File: config.mk
export PLATFORM = sky130hd
export DESIGN_NAME = fm_read_port
export DESIGN_NICKNAME = d
export VERILOG_FILES = /design/src/hw/fm_geom_pkg.sv /design/src/hw/fm_read_port.sv
export SDC_FILE = /design/constraint.sdc
export NUM_CORES = 1
export LEC_CHECK = 0
export BUFFER_PORTS_ARGS = -buffer_cell sky130_fd_sc_hd__buf_2
export CAP_MARGIN = 30
export CORE_MARGIN = 3
export CORE_UTILIZATION = 43
export DETAILED_ROUTE_END_ITERATION = 12
export PLACE_DENSITY = 0.79
export SLEW_MARGIN = 10
export SYNTH_ARGS = -nofsm -noshare
export SYNTH_HDL_FRONTEND = slang
export SYNTH_SLANG_ARGS = --single-unit
File: constraint.sdc
create_clock -name clk -period 3 [get_ports clk]
set_clock_uncertainty 0.1 [all_clocks]
set_input_delay 0.9 -clock clk [delete_from_list [all_inputs] [get_ports clk]]
set_output_delay 0.9 -clock clk [all_outputs]
set_load 0.01 [all_outputs]
File: src/hw/fm_geom_pkg.sv
`default_nettype none

// half-precision word layout shared by the datapath
package fm_geom_pkg;

	localparam int FP16_W     = 16;
	localparam int FP16_EXP_W = 5;
	localparam int FP16_MAN_W = 10;

	// all-ones exponent, inf/nan code space
	localparam logic [FP16_EXP_W-1:0] FP16_EXP_MAX = '1;

	typedef struct packed {
		logic                  sign;
		logic [FP16_EXP_W-1:0] exp;
		logic [FP16_MAN_W-1:0] man;
	} fp16_t;

	localparam fp16_t FP16_ZERO = '0;

	// saturation codes on overflow
	localparam fp16_t FP16_INF_POS = '{sign: 1'b0, exp: FP16_EXP_MAX, man: '0};
	localparam fp16_t FP16_INF_NEG = '{sign: 1'b1, exp: FP16_EXP_MAX, man: '0};

endpackage

`default_nettype wire

File: src/hw/fm_read_port.sv
`timescale 1ns/1ps
`default_nettype none

module fm_read_port
	import fm_geom_pkg::*;
#(
	parameter int PARA_Y  = 3,
	parameter int RAM_MAX = 22,
	localparam int N_SLICES = (RAM_MAX + PARA_Y - 1) / PARA_Y,
	localparam int RA_W     = (N_SLICES > 1) ? $clog2(N_SLICES) : 1,
	localparam int WI_W     = $clog2(RAM_MAX + 1)
) (
	input  logic                     clk,
	input  logic                     reset,
	input  logic                     ena_wr,
	input  logic [RA_W-1:0]          addr_read,
	output logic [WI_W-1:0]          raddr,
	input  logic [PARA_Y*FP16_W-1:0] rdata,
	output logic [PARA_Y*FP16_W-1:0] dout
);
	int base;

	// slice index to first word, parked at RAM_MAX when past the end
	always_comb begin
		base = int'(addr_read) * PARA_Y;
		if (base < RAM_MAX)
			raddr = WI_W'(base);
		else
			raddr = WI_W'(RAM_MAX);
	end

	always_ff @(posedge clk) begin
		if (reset)
			dout <= '0;
		else if (!ena_wr)
			dout <= rdata; // held until the next read
	end

endmodule

`default_nettype wire

==> run_results.csv <==
group,metric,value,unit
run_status,status,"complete, but fails checks",
run_status,violations,"negative setup slack",
worst_setup_path,cp_max_fo,3,
routing,finalWirelength,3980,um
cells_and_area,drive_above_1_share,45.5,%
worst_setup_path,r2r_start,"dout[46]$_SDFFE_PP0N_",
die,dieWidth,71.5,um
sta,period_minus_slack,3.09,ns
routing,wire_per_inst,12.1,um
sta,rsz0062_at_grt,"yes",
sta,fmax,324,MHz
synthesis,synth.top_cells.by_count,"nor2_1 (49), dfxtp_1 (48), mux2i_1 (48)",
worst_setup_path,cp-endpoint,"raddr[2]",
worst_setup_path,critical_path_required,2.00,ns
clock_network,htreeDepth,2,
cells_and_area,largest_reg_flops,48,
worst_hold_path,hold_path.class,"register to register",
placed_design,dpl.hpwl,2860,um
die,initial_core_util,45.4,%
die,die_h,71.5,um
cells_and_area,finalInstanceArea,0.00256,sq mm
worst_setup_path,setup.worst_path.end_class,"output pin",
routing,drt-pass1-iter-count,3,
cells_and_area,nNetsFinal,336,
sta,period_share,103,%
grt,grt_max_degree,49,
synthesis,synth_top_area_cell,"dfxtp_1",
sta,relSlewSlack,45.1,%
sta,hold_viol,0,
routing,drc_errors,0,
sta,worst_pin_slew,0.823,ns
synthesis,synth_most_common_cell,"nor2_1",
worst_setup_path,worstReg2RegEnd,"dout[46]$_SDFFE_PP0N_",
power,peakVddDrop,0.000341,V
routing,ant_nets,0,
synthesis,yosysWarnings,0,
sta,fin_ws,-0.0857,ns
synthesis,seq_area_frac_synth,52.1,%
worst_hold_path,hold_path_depth,2,
placed_design,pre_cts_slack,-0.220,ns
clock_network,clock_latency,0.29,ns
worst_setup_path,worst_setup_path_start_kind,"input port",
sta,finalSetupViolCount,4,
routing,vias,1542,
synthesis,synth-async-reset-ratio,0,%
sta,fin_setup_tns,-0.241,ns
die,core.rowCount,23,
placed_design,port_buffers,106,
placed_design,placed_area,0.00237,sq mm
cells_and_area,antenna_cells,0,
cells_and_area,regMostFlops,"dout",
synthesis,synth_edf_count,0,
grt,overflow,0,
sta,drv_slew,0,
cells_and_area,reg_top3,"dout: 48 flops",
power,powerDensity,513,mW/mm^2
clock_network,ctsHoldBuffers,0,
worst_setup_path,crit_start,"addr_read[0]",
clock_network,cts_root_buf,"clkbuf_8",
cells_and_area,area_growth,38.8,%
clock_network,clock_sinks,48,
placed_design,gp_congestion,0.670,
die,ios,107,
clock_network,clkSlewWorstSetupHoldPaths,0.08,ns
worst_setup_path,r2r_setup_slack,2.23,ns
synthesis,synth_top_area_share,52.1,%
clock_network,cts.path.max_buffers,2,
worst_setup_path,r2r_cells,2,
worst_setup_path,worstSetupPathType,"input port to output pin",
clock_network,cts-buffers-inserted,5,
synthesis,synth.area.top_cells,"dfxtp_1 (52%), mux2i_1 (26%), nor2_1 (10%)",
run,maxCapViolCount,0,
synthesis,ys.flop_type,"dfxtp_1",
synthesis,syn_area,0.00184,sq mm
routing,routed_via_density,4.69,
die,die_area,0.00511,sq mm
routing,drt_iter0_drc,49,
grt,grt_pass1_wl,6130,um
clock_network,cts_tree,"done",
synthesis,synth_cells,168,
grt,grt_pass1_vias,1437,
synthesis,synth_cell_types,16,
worst_setup_path,worstPathArrival,2.09,ns
synthesis,avgSynthCellArea,11.0,sq um
cells_and_area,final_util,63.0,%
grt,grt_use_total,14.9,%
power,leakage,1.40,nW
grt,antenna_found_initial,0,
synthesis,ys_ff_latch,48,
die,core_area,0.00406,sq mm
synthesis,synth_nets,226,
how the worst min path moves through the flow:
stage / start / endpoint / slack [ns]
after global routing: dout[39]$_SDFFE_PP0N_ / dout[39]$_SDFFE_PP0N_ / 0.43
after CTS: dout[10]$_SDFFE_PP0N_ / dout[10]$_SDFFE_PP0N_ / 0.40
after detailed placement: dout[10]$_SDFFE_PP0N_ / dout[10]$_SDFFE_PP0N_ / 0.38
after floorplan: dout[0]$_SDFFE_PP0N_ / dout[0]$_SDFFE_PP0N_ / 0.44
after global placement: dout[39]$_SDFFE_PP0N_ / dout[39]$_SDFFE_PP0N_ / 0.37
final: dout[10]$_SDFFE_PP0N_ / dout[10]$_SDFFE_PP0N_ / 0.39
placed cells by master (no fill, tap or decap):
cell type / Yosys / routed
buf_2: 2 / 103
buf_8: 0 / 1
dfxtp_1: 48 / 48
fa_2: 0 / 1
clkbuf_1: 3 / 1
nor2_1: 49 / 49
clkbuf_8: 0 / 6
ha_4: 0 / 1
a22o_1: 1 / 1
xnor2_2: 0 / 1
buf_4: 2 / 7
inv_1: 2 / 2
o21bai_4: 0 / 1
clkinvlp_4: 0 / 1
o21bai_1: 2 / 1
a21boi_2: 0 / 1
a21oi_4: 0 / 1
mux2i_1: 48 / 48
ha_1: 3 / 2
buf_6: 1 / 3
critical path, cell delays in order:
cell	delay, ns
buf_8	0.10
ha_4	0.15
fa_2	0.35
xnor2_2	0.16
buf_4	0.16
o21bai_1	0.12
buf_2	0.14
power breakdown:
| part | switching [mW] | leakage, nW | total [mW] | internal, mW |
|---|---|---|---|---|
| registers | 0.0170 | 0.396 | 0.692 | 0.675 |
| logic | 0.113 | 0.963 | 0.232 | 0.119 |
| clock network | 0.200 | 0.0445 | 0.387 | 0.187 |
| total | 0.329 | 1.40 | 1.31 | 0.982 |
metal layers:
layer  share of wire (%)  up-vias  GRT usage, %  routed length (um)
met3                  12        4          7.57                 488
li1                    -      771             -                   -
met5                   0        -             0                   0
met1                  39      694          17.2                1540
met2                  48       73          24.3                1920
met4                0.73        0          4.59                  29
what timing repair did:
item	in CTS	in global routing
resized for setup	9	7
gates cloned	0	0
endpoints found under the setup margin	4	5
pin swaps	3	5
buffers inserted	0	2
cell type report:
cell class | instances | area (sq um)
fill | 339 | 1500
multi-input combinational | 107 | 816
sequential | 48 | 961
clock inverter | 1 | 7.51
tap | 50 | 62.6
timing repair buffer | 114 | 617
inverter | 2 | 7.51
clock buffer | 7 | 86.3
stage by stage:
stage	hold slack (ns)	cells	total power [mW]
floorplan	0.435	168	0.831
global placement	0.370	319	0.913
detailed placement	0.378	319	0.920
CTS	0.399	327	1.32
global route	0.427	329	1.38
finish	0.394	329	1.31
cell families (layout without fill, tap and decap cells):
group / Yosys count / after routing / synth area share, %
AOI/OAI and AO/OA: 5 / 5 / 1.97
xor gates and xnor gates: 1 / 1 / 0.475
adders and majority gates: 4 / 4 / 3.12
buffers and inverters: 13 / 124 / 6.25
DFF: 48 / 48 / 52.1
muxes: 48 / 48 / 26.1
and+or+nand+nor: 49 / 49 / 9.98
Note: power is estimated with default switching activity, not from simulation.
