`config.mk`:
```
export PLATFORM = sky130hd
export DESIGN_NAME = fm_accumulator_flat
export DESIGN_NICKNAME = d
export VERILOG_FILES = /design/src/hw/fm_geom_pkg.sv /design/src/hw/fm_ctrl_pkg.sv /design/src/hw/fm_port_if.sv /design/src/hw/fp16_adder.sv /design/src/hw/fm_accumulator.sv /design/src/flat_wrapper.sv
export SDC_FILE = /design/constraint.sdc
export NUM_CORES = 2
export LEC_CHECK = 0
export ABC_AREA = 1
export BUFFER_PORTS_ARGS = -buffer_cell sky130_fd_sc_hd__buf_4
export CAP_MARGIN = 40
export CELL_PAD_IN_SITES_DETAIL_PLACEMENT = 1
export CELL_PAD_IN_SITES_GLOBAL_PLACEMENT = 1
export CORE_MARGIN = 8
export CORE_UTILIZATION = 40
export DETAILED_ROUTE_END_ITERATION = 10
export GPL_ROUTABILITY_DRIVEN = 0
export PLACE_DENSITY_LB_ADDON = 0.1
export SYNTH_ARGS = -nofsm -noshare
export SYNTH_HDL_FRONTEND = slang
export SYNTH_HIERARCHICAL = 1
export SYNTH_SLANG_ARGS = --single-unit
```
`constraint.sdc`:
```
create_clock -name clk -period 17.7 [get_ports clk]
set_clock_uncertainty 0.05 [all_clocks]
set_input_delay 0.885 -clock clk [delete_from_list [all_inputs] [get_ports clk]]
set_output_delay 0.885 -clock clk [all_outputs]
set_load 0.02 [all_outputs]
```
`src/hw/fm_geom_pkg.sv`:
```
`default_nettype none

// half-precision word layout shared by the datapath
package fm_geom_pkg;

	localparam int FP16_W     = 16;
	localparam int FP16_EXP_W = 5;
	localparam int FP16_MAN_W = 10;

	// all-ones exponent, inf/nan code space
	localparam logic [FP16_EXP_W-1:0] FP16_EXP_MAX = '1;

	typedef struct packed {
		logic                  sign;
		logic [FP16_EXP_W-1:0] exp;
		logic [FP16_MAN_W-1:0] man;
	} fp16_t;

	localparam fp16_t FP16_ZERO = '0;

	// saturation codes on overflow
	localparam fp16_t FP16_INF_POS = '{sign: 1'b0, exp: FP16_EXP_MAX, man: '0};
	localparam fp16_t FP16_INF_NEG = '{sign: 1'b1, exp: FP16_EXP_MAX, man: '0};

endpackage

`default_nettype wire

```
`src/hw/fm_ctrl_pkg.sv`:
```
`default_nettype none

// control encodings for the write path
package fm_ctrl_pkg;

	// ena_add_write level decoded as opcode
	typedef enum logic {
		WR_STORE = 1'b0, // overwrite the tile
		WR_ADD   = 1'b1  // add tile onto stored words
	} wr_mode_t;

	typedef enum logic {
		ACC_IDLE      = 1'b0,
		ACC_WRITEBACK = 1'b1 // old tile fetched, sums go out
	} acc_state_t;

endpackage

`default_nettype wire

```
`src/hw/fm_port_if.sv`:
```
`timescale 1ns/1ps
`default_nettype none

interface fm_port_if
	import fm_geom_pkg::*;
#(
	parameter int PARA_X  = 3,
	parameter int PARA_Y  = 3,
	parameter int RAM_MAX = 22
) ();
	localparam int TILE_W  = PARA_X * PARA_Y;
	localparam int N_TILES = (RAM_MAX + TILE_W - 1) / TILE_W;
	localparam int WA_W    = (N_TILES > 1) ? $clog2(N_TILES) : 1;

	logic               we;
	logic [WA_W-1:0]    waddr;      // tile index
	fp16_t [0:TILE_W-1] wdata;      // lane 0 in the top word
	logic [WA_W-1:0]    fetch_addr; // tile index
	fp16_t [0:TILE_W-1] fetch_data; // one cycle after fetch_addr

	modport acc (output we, waddr, wdata, fetch_addr, input fetch_data);
	modport store (input we, waddr, wdata, fetch_addr, output fetch_data);

endinterface

`default_nettype wire

```
`src/hw/fp16_adder.sv`:
```
`timescale 1ns/1ps
`default_nettype none

module fp16_adder
	import fm_geom_pkg::*;
(
	input  fp16_t a,
	input  fp16_t b,
	output fp16_t sum
);
	// hidden bit, mantissa, guard, round, sticky
	localparam int SIG_W = FP16_MAN_W + 4;

	fp16_t                big;
	fp16_t                little;
	logic [SIG_W-1:0]     sig_big;
	logic [SIG_W-1:0]     sig_little;
	logic [SIG_W-1:0]     sig_align;
	logic [2*SIG_W-1:0]   shift_buf;
	logic [SIG_W:0]       raw;
	logic [SIG_W-1:0]     norm;
	logic [FP16_MAN_W:0]  man_rnd;
	logic                 sub_op;
	logic                 round_up;
	int                   exp_diff;
	int                   lz;
	int                   exp_res;

	always_comb begin
		// larger magnitude first so the difference never goes negative
		if (a[FP16_W-2:0] >= b[FP16_W-2:0]) begin
			big    = a;
			little = b;
		end else begin
			big    = b;
			little = a;
		end
		sub_op = big.sign ^ little.sign;

		// subnormal inputs count as zero
		sig_big    = (big.exp != '0) ? {1'b1, big.man, 3'b000} : '0;
		sig_little = (little.exp != '0) ? {1'b1, little.man, 3'b000} : '0;

		exp_diff = int'(big.exp) - int'(little.exp);
		if (exp_diff > SIG_W)
			exp_diff = SIG_W; // whole operand lands in sticky

		shift_buf = {sig_little, {SIG_W{1'b0}}} >> exp_diff;
		sig_align = shift_buf[2*SIG_W-1:SIG_W];
		sig_align[0] = sig_align[0] | (|shift_buf[SIG_W-1:0]);

		if (sub_op)
			raw = {1'b0, sig_big} - {1'b0, sig_align};
		else
			raw = {1'b0, sig_big} + {1'b0, sig_align};

		// leading zeros below the carry position
		lz = 0;
		for (int i = 0; i < SIG_W; i++) begin
			if (raw[i])
				lz = SIG_W - 1 - i;
		end

		if (raw[SIG_W]) begin
			// carry out shifts right and keeps sticky
			norm = raw[SIG_W:1];
			norm[0] = raw[1] | raw[0];
			exp_res = int'(big.exp) + 1;
		end else begin
			norm = raw[SIG_W-1:0] << lz;
			exp_res = int'(big.exp) - lz;
		end

		// nearest even on guard/round/sticky
		round_up = norm[2] & (norm[1] | norm[0] | norm[3]);
		man_rnd = {1'b0, norm[SIG_W-2:3]} + {{FP16_MAN_W{1'b0}}, round_up};
		if (man_rnd[FP16_MAN_W])
			exp_res = exp_res + 1; // 1.11..1 rounded up to 10.0

		sum.sign = big.sign;
		sum.exp  = exp_res[FP16_EXP_W-1:0];
		sum.man  = man_rnd[FP16_MAN_W-1:0];

		if (raw == '0) begin
			// -0 only when both inputs are negative zero
			sum.sign = big.sign & little.sign;
			sum.exp  = '0;
			sum.man  = '0;
		end else if (exp_res >= int'(FP16_EXP_MAX)) begin
			sum = big.sign ? FP16_INF_NEG : FP16_INF_POS;
		end else if (exp_res <= 0) begin
			sum.exp = '0; // flush to signed zero
			sum.man = '0;
		end
	end

endmodule

`default_nettype wire

```
`src/hw/fm_accumulator.sv`:
```
`timescale 1ns/1ps
`default_nettype none

module fm_accumulator
	import fm_geom_pkg::*;
	import fm_ctrl_pkg::*;
#(
	parameter int PARA_X  = 3,
	parameter int PARA_Y  = 3,
	parameter int RAM_MAX = 22,
	localparam int TILE_W  = PARA_X * PARA_Y,
	localparam int N_TILES = (RAM_MAX + TILE_W - 1) / TILE_W,
	localparam int WA_W    = (N_TILES > 1) ? $clog2(N_TILES) : 1
) (
	input  logic                     clk,
	input  logic                     reset,
	input  logic                     ena_wr,
	input  logic                     ena_add_write,
	input  logic [WA_W-1:0]          addr_write,
	input  logic [TILE_W*FP16_W-1:0] din,
	output logic                     write_ready,
	fm_port_if.acc                   mem
);
	acc_state_t         state;
	wr_mode_t           mode;
	logic               take;
	logic               store_go;
	logic               add_go;
	logic [WA_W-1:0]    add_addr;
	fp16_t [0:TILE_W-1] tile_in;
	fp16_t [0:TILE_W-1] add_tile;
	fp16_t [0:TILE_W-1] lane_sum;

	assign tile_in = din;
	assign mode    = wr_mode_t'(ena_add_write);

	// busy during write-back, ena_wr ignored then
	assign write_ready = (state == ACC_IDLE);
	assign take        = ena_wr & write_ready;
	assign store_go    = take & (mode == WR_STORE);
	assign add_go      = take & (mode == WR_ADD);

	always_ff @(posedge clk) begin
		if (reset) begin
			state <= ACC_IDLE;
		end else begin
			case (state)
				ACC_IDLE:      if (add_go) state <= ACC_WRITEBACK;
				ACC_WRITEBACK: state <= ACC_IDLE; // one cycle only
				default:       state <= ACC_IDLE;
			endcase
		end
	end

	// operands held for the write-back cycle
	always_ff @(posedge clk) begin
		if (add_go) begin
			add_addr <= addr_write;
			add_tile <= tile_in;
		end
	end

	// old tile arrives from the store one edge later
	assign mem.fetch_addr = addr_write;

	for (genvar k = 0; k < TILE_W; k++) begin : g_lane
		fp16_adder u_add (
			.a  (add_tile[k]),
			.b  (mem.fetch_data[k]),
			.sum(lane_sum[k])
		);
	end

	always_comb begin
		mem.we    = store_go;
		mem.waddr = addr_write;
		mem.wdata = tile_in;
		if (state == ACC_WRITEBACK) begin
			mem.we    = 1'b1;
			mem.waddr = add_addr;
			mem.wdata = lane_sum;
		end
	end

endmodule

`default_nettype wire

```
`src/flat_wrapper.sv`:
```
// flat-port wrapper written by rule: the top's interface ports become plain ports
module fm_accumulator_flat import fm_geom_pkg::*; import fm_ctrl_pkg::*;
#(
	parameter int PARA_X  = 3,
	parameter int PARA_Y  = 3,
	parameter int RAM_MAX = 22,
	localparam int TILE_W  = PARA_X * PARA_Y,
	localparam int N_TILES = (RAM_MAX + TILE_W - 1) / TILE_W,
	localparam int WA_W    = (N_TILES > 1) ? $clog2(N_TILES) : 1
)
  (clk, reset, ena_wr, ena_add_write, addr_write, din, write_ready, mem_we, mem_waddr, mem_wdata, mem_fetch_addr, mem_fetch_data);
  fm_port_if #(.PARA_X(PARA_X), .PARA_Y(PARA_Y), .RAM_MAX(RAM_MAX)) mem_i ();
  input  logic clk;
  input  logic reset;
  input  logic ena_wr;
  input  logic ena_add_write;
  input  logic [WA_W-1:0] addr_write;
  input  logic [TILE_W*FP16_W-1:0] din;
  output logic write_ready;
  output wire logic [$bits(mem_i.we)-1:0] mem_we;
  output wire logic [$bits(mem_i.waddr)-1:0] mem_waddr;
  output wire logic [$bits(mem_i.wdata)-1:0] mem_wdata;
  output wire logic [$bits(mem_i.fetch_addr)-1:0] mem_fetch_addr;
  input wire logic [$bits(mem_i.fetch_data)-1:0] mem_fetch_data;
  assign mem_we = mem_i.we;
  assign mem_waddr = mem_i.waddr;
  assign mem_wdata = mem_i.wdata;
  assign mem_fetch_addr = mem_i.fetch_addr;
  assign mem_i.fetch_data = mem_fetch_data;
  fm_accumulator #(.PARA_X(PARA_X), .PARA_Y(PARA_Y), .RAM_MAX(RAM_MAX)) u_core (.clk(clk), .reset(reset), .ena_wr(ena_wr), .ena_add_write(ena_add_write), .addr_write(addr_write), .din(din), .write_ready(write_ready), .mem(mem_i));
endmodule
```
==> impl_metrics.toml <==
[power]
p_sw_w = 0.00727
power-per-cell-area_nw_per_um2 = 200
power_frac_seq_pct = 3.8
switching_share_pct = 66.0
pwr-share-clk_pct = 3.7
ir_worst_vdd_mv = 0.0953
p_leak_nw = 29.7
p_int_w = 0.00374
p_comb_share_pct = 92.5

[placed_design]
dp_slack_ns = 4.94
port_buffers = 443
hpwl_um = 170000

[cells_and_area]
finalNetCount = 9865
layout-drive-gt1-share_pct = 15.2
final_cell_mix = "nand2_1, nand3_1, inv_1"
final_common_cell = "nand2_1"
areaGrowthSynthToFinish_pct = 8.76

[drt]
drtIter0Drc = 3303
firstDrtPassIters = 6
ant_nets = 0
wl_um = 202000
viasPerCell = 5.47
vias = 59312
drc_errors = 0
wl_per_cell_um = 18.6

[worst_setup_path]
crit_arrival_ns = 12.00
critPathCaptureType = "primary output"
cp_slowest_stage_delay_ns = 0.63
crit_slowest_cell = "nand3_2"
path_class = "flop to primary output"
critPathMostFrequentCell = "nand2_1"
crit_fanout = 38
crit_path_start_kind = "flop"
required_ns = 16.77

[clock_tree]
numCtsBuffers = 17
clk_latency_ns = 0.55
clk_path_buf_depth = 2
cts_tree = "done"
post_cts_buffers = 0
cts-hold-fix-buffers = 0
cts.sinks = 147
clockRootBuffer = "clkbuf_16"
cts_resized = 0
h-tree-depth = 4
path_clk_slew_ns = 0.08

[die]
die_y_um = 372
start_util_pct = 40.3
core_area_um2 = 126000
io_pins = 444
rows = 130
die_area_um2 = 138000
die_w_um = 372

[synthesis]
synth_area_um2 = 50700
yosys-top-cells-area = "nand2_1, nand3_1, ha_1"
synth_cell_type_count = 74
synth_nets = 9643
ys_warn_count = 6
synthCells = 8962
synth_top_area_share_pct = 20.8
synth-seq-cells = 147
post-synth-top-area-cell = "nand2_1"
synth-seq-area-share_pct = 8.69
syn-mean-instance-area_um2 = 5.65

[timing]
fin_crit_ns = 12.93
relSlewSlack_pct = 32.9
clock.fmax_mhz = 77.3
final-hold-violation-count = 0
worst_pin_slew_ns = 1.01
setup_viol = 0
fin_ws_ns = 4.77
slew_viol_final = 0
fin_crit_sh_pct = 73.1
rsz0062_at_grt = "false"
setup_tns_ns = 0

[global_route]
antenna_found_initial = 9
grt_max_degree = 87
grt_first_pass_wirelength_um = 321000
gr-usage-all-layers_pct = 28.1
first_global_vias = 60138
grt_overflow = 0

[hold_path]
hp-class = "input pin to flop"

[job]
drv_cap = 0

[outcome]
status = "finished clean"
[critical path: cells and delay by family (launching register included)]
kind	cells	cell delay [ns]
flops	1	0.49
simple gates	46	7.06
xor+xnor	1	0.18
buf+inv	6	0.71
compound gates	4	1.02
fa+ha+maj	6	1.92
[power by group through the flow]
stage	Sequential (W)	Clock (W)	Combinational, W
after floorplan	0.000418	0	0.00773
after global placement	0.000425	0	0.00982
after detailed placement	0.000425	0	0.0100
after CTS	0.000418	0.000435	0.0101
after global routing	0.000420	0.000433	0.0113
final	0.000418	0.000412	0.0102
[final timing paths]
kind | slack [ns] | cells past startpoint | from | to
worst max-delay path | 4.77 | 63 | u_core/add_tile[46] | mem_wdata[32]
worst min-delay path | 0.43 | 2 | reset | u_core/state
worst max register to register | 14.95 | 4 | u_core/state | u_core/add_tile[54]
worst min register to register | 1.21 | 3 | u_core/state | u_core/state
[cells by family (layout without fill, tap and decap cells)]
kind of cell / after synthesis / count (layout) / share of synthesized area [%]
xor gates and xnor gates: 278 / 278 / 4.99
buffers and inverters: 1494 / 1729 / 12.7
DFF: 147 / 147 / 8.69
AOI/OAI and AO/OA: 837 / 837 / 10.2
adders and majority gates: 387 / 387 / 9.69
other: 0 / 5 / 0
and+or+nand+nor: 5819 / 5819 / 53.8
[synth_stat cells (all sizes together)]
library cell,number
nor3,62
a311oi,1
xnor2,107
o41ai,7
a221oi,1
nor3b,2
ha,378
o21bai,12
o22ai,28
nor4,19
nand3,1422
o21ai,317
o2111ai,2
a21o,9
nand3b,52
dfxtp,1
nand2,3191
o21a,21
clkinv,25
buf,202
a31oi,22
nand4,143
a21oi,270
a22oi,18
nor2,827
o31ai,7
clkbuf,49
xor2,171
a211oi,114
edfxtp,146
fa,9
inv,1218
or2,101
a21boi,8
[layer usage]
layer	vias up	wire length (µm)	track usage [%]
met5	-	14	0
met2	1140	96900	49.6
li1	29476	-	-
met3	300	7630	3.14
met1	28392	89500	35.0
met4	4	7930	10.6
[sequential cells by signal (all words and copies together) (netlist names)]
register,flops
u_core/add_addr,2
u_core/add_tile,144
u_core/state,1
[layout make-up]
cell class,count,area [µm²]
Tap cell,1650,2060
Antenna cell,5,12.5
Fill cell,17938,70600
Clock buffer,17,425
Timing Repair Buffer,454,3450
Sequential cell,147,4410
Multi-Input combinational cell,7321,39800
Inverter,1243,4740
Clock inverter,15,163
[through the flow]
step / instance area (µm²) / utilization, % / hold WS [ns] / cells / power [W]
floorplan: 50700 / - / 0.647 / 8962 / 0.00815
global placement: 54400 / 43.3 / 0.986 / 10810 / 0.0102
detailed placement: 54500 / 43.3 / 0.992 / 10814 / 0.0105
CTS: 55100 / 43.8 / 0.369 / 10846 / 0.0110
global route: 55100 / 43.8 / 0.400 / 10850 / 0.0121
finish: 55100 / 43.8 / 0.427 / 10852 / 0.0110
Power figures use the tool's default switching activity.
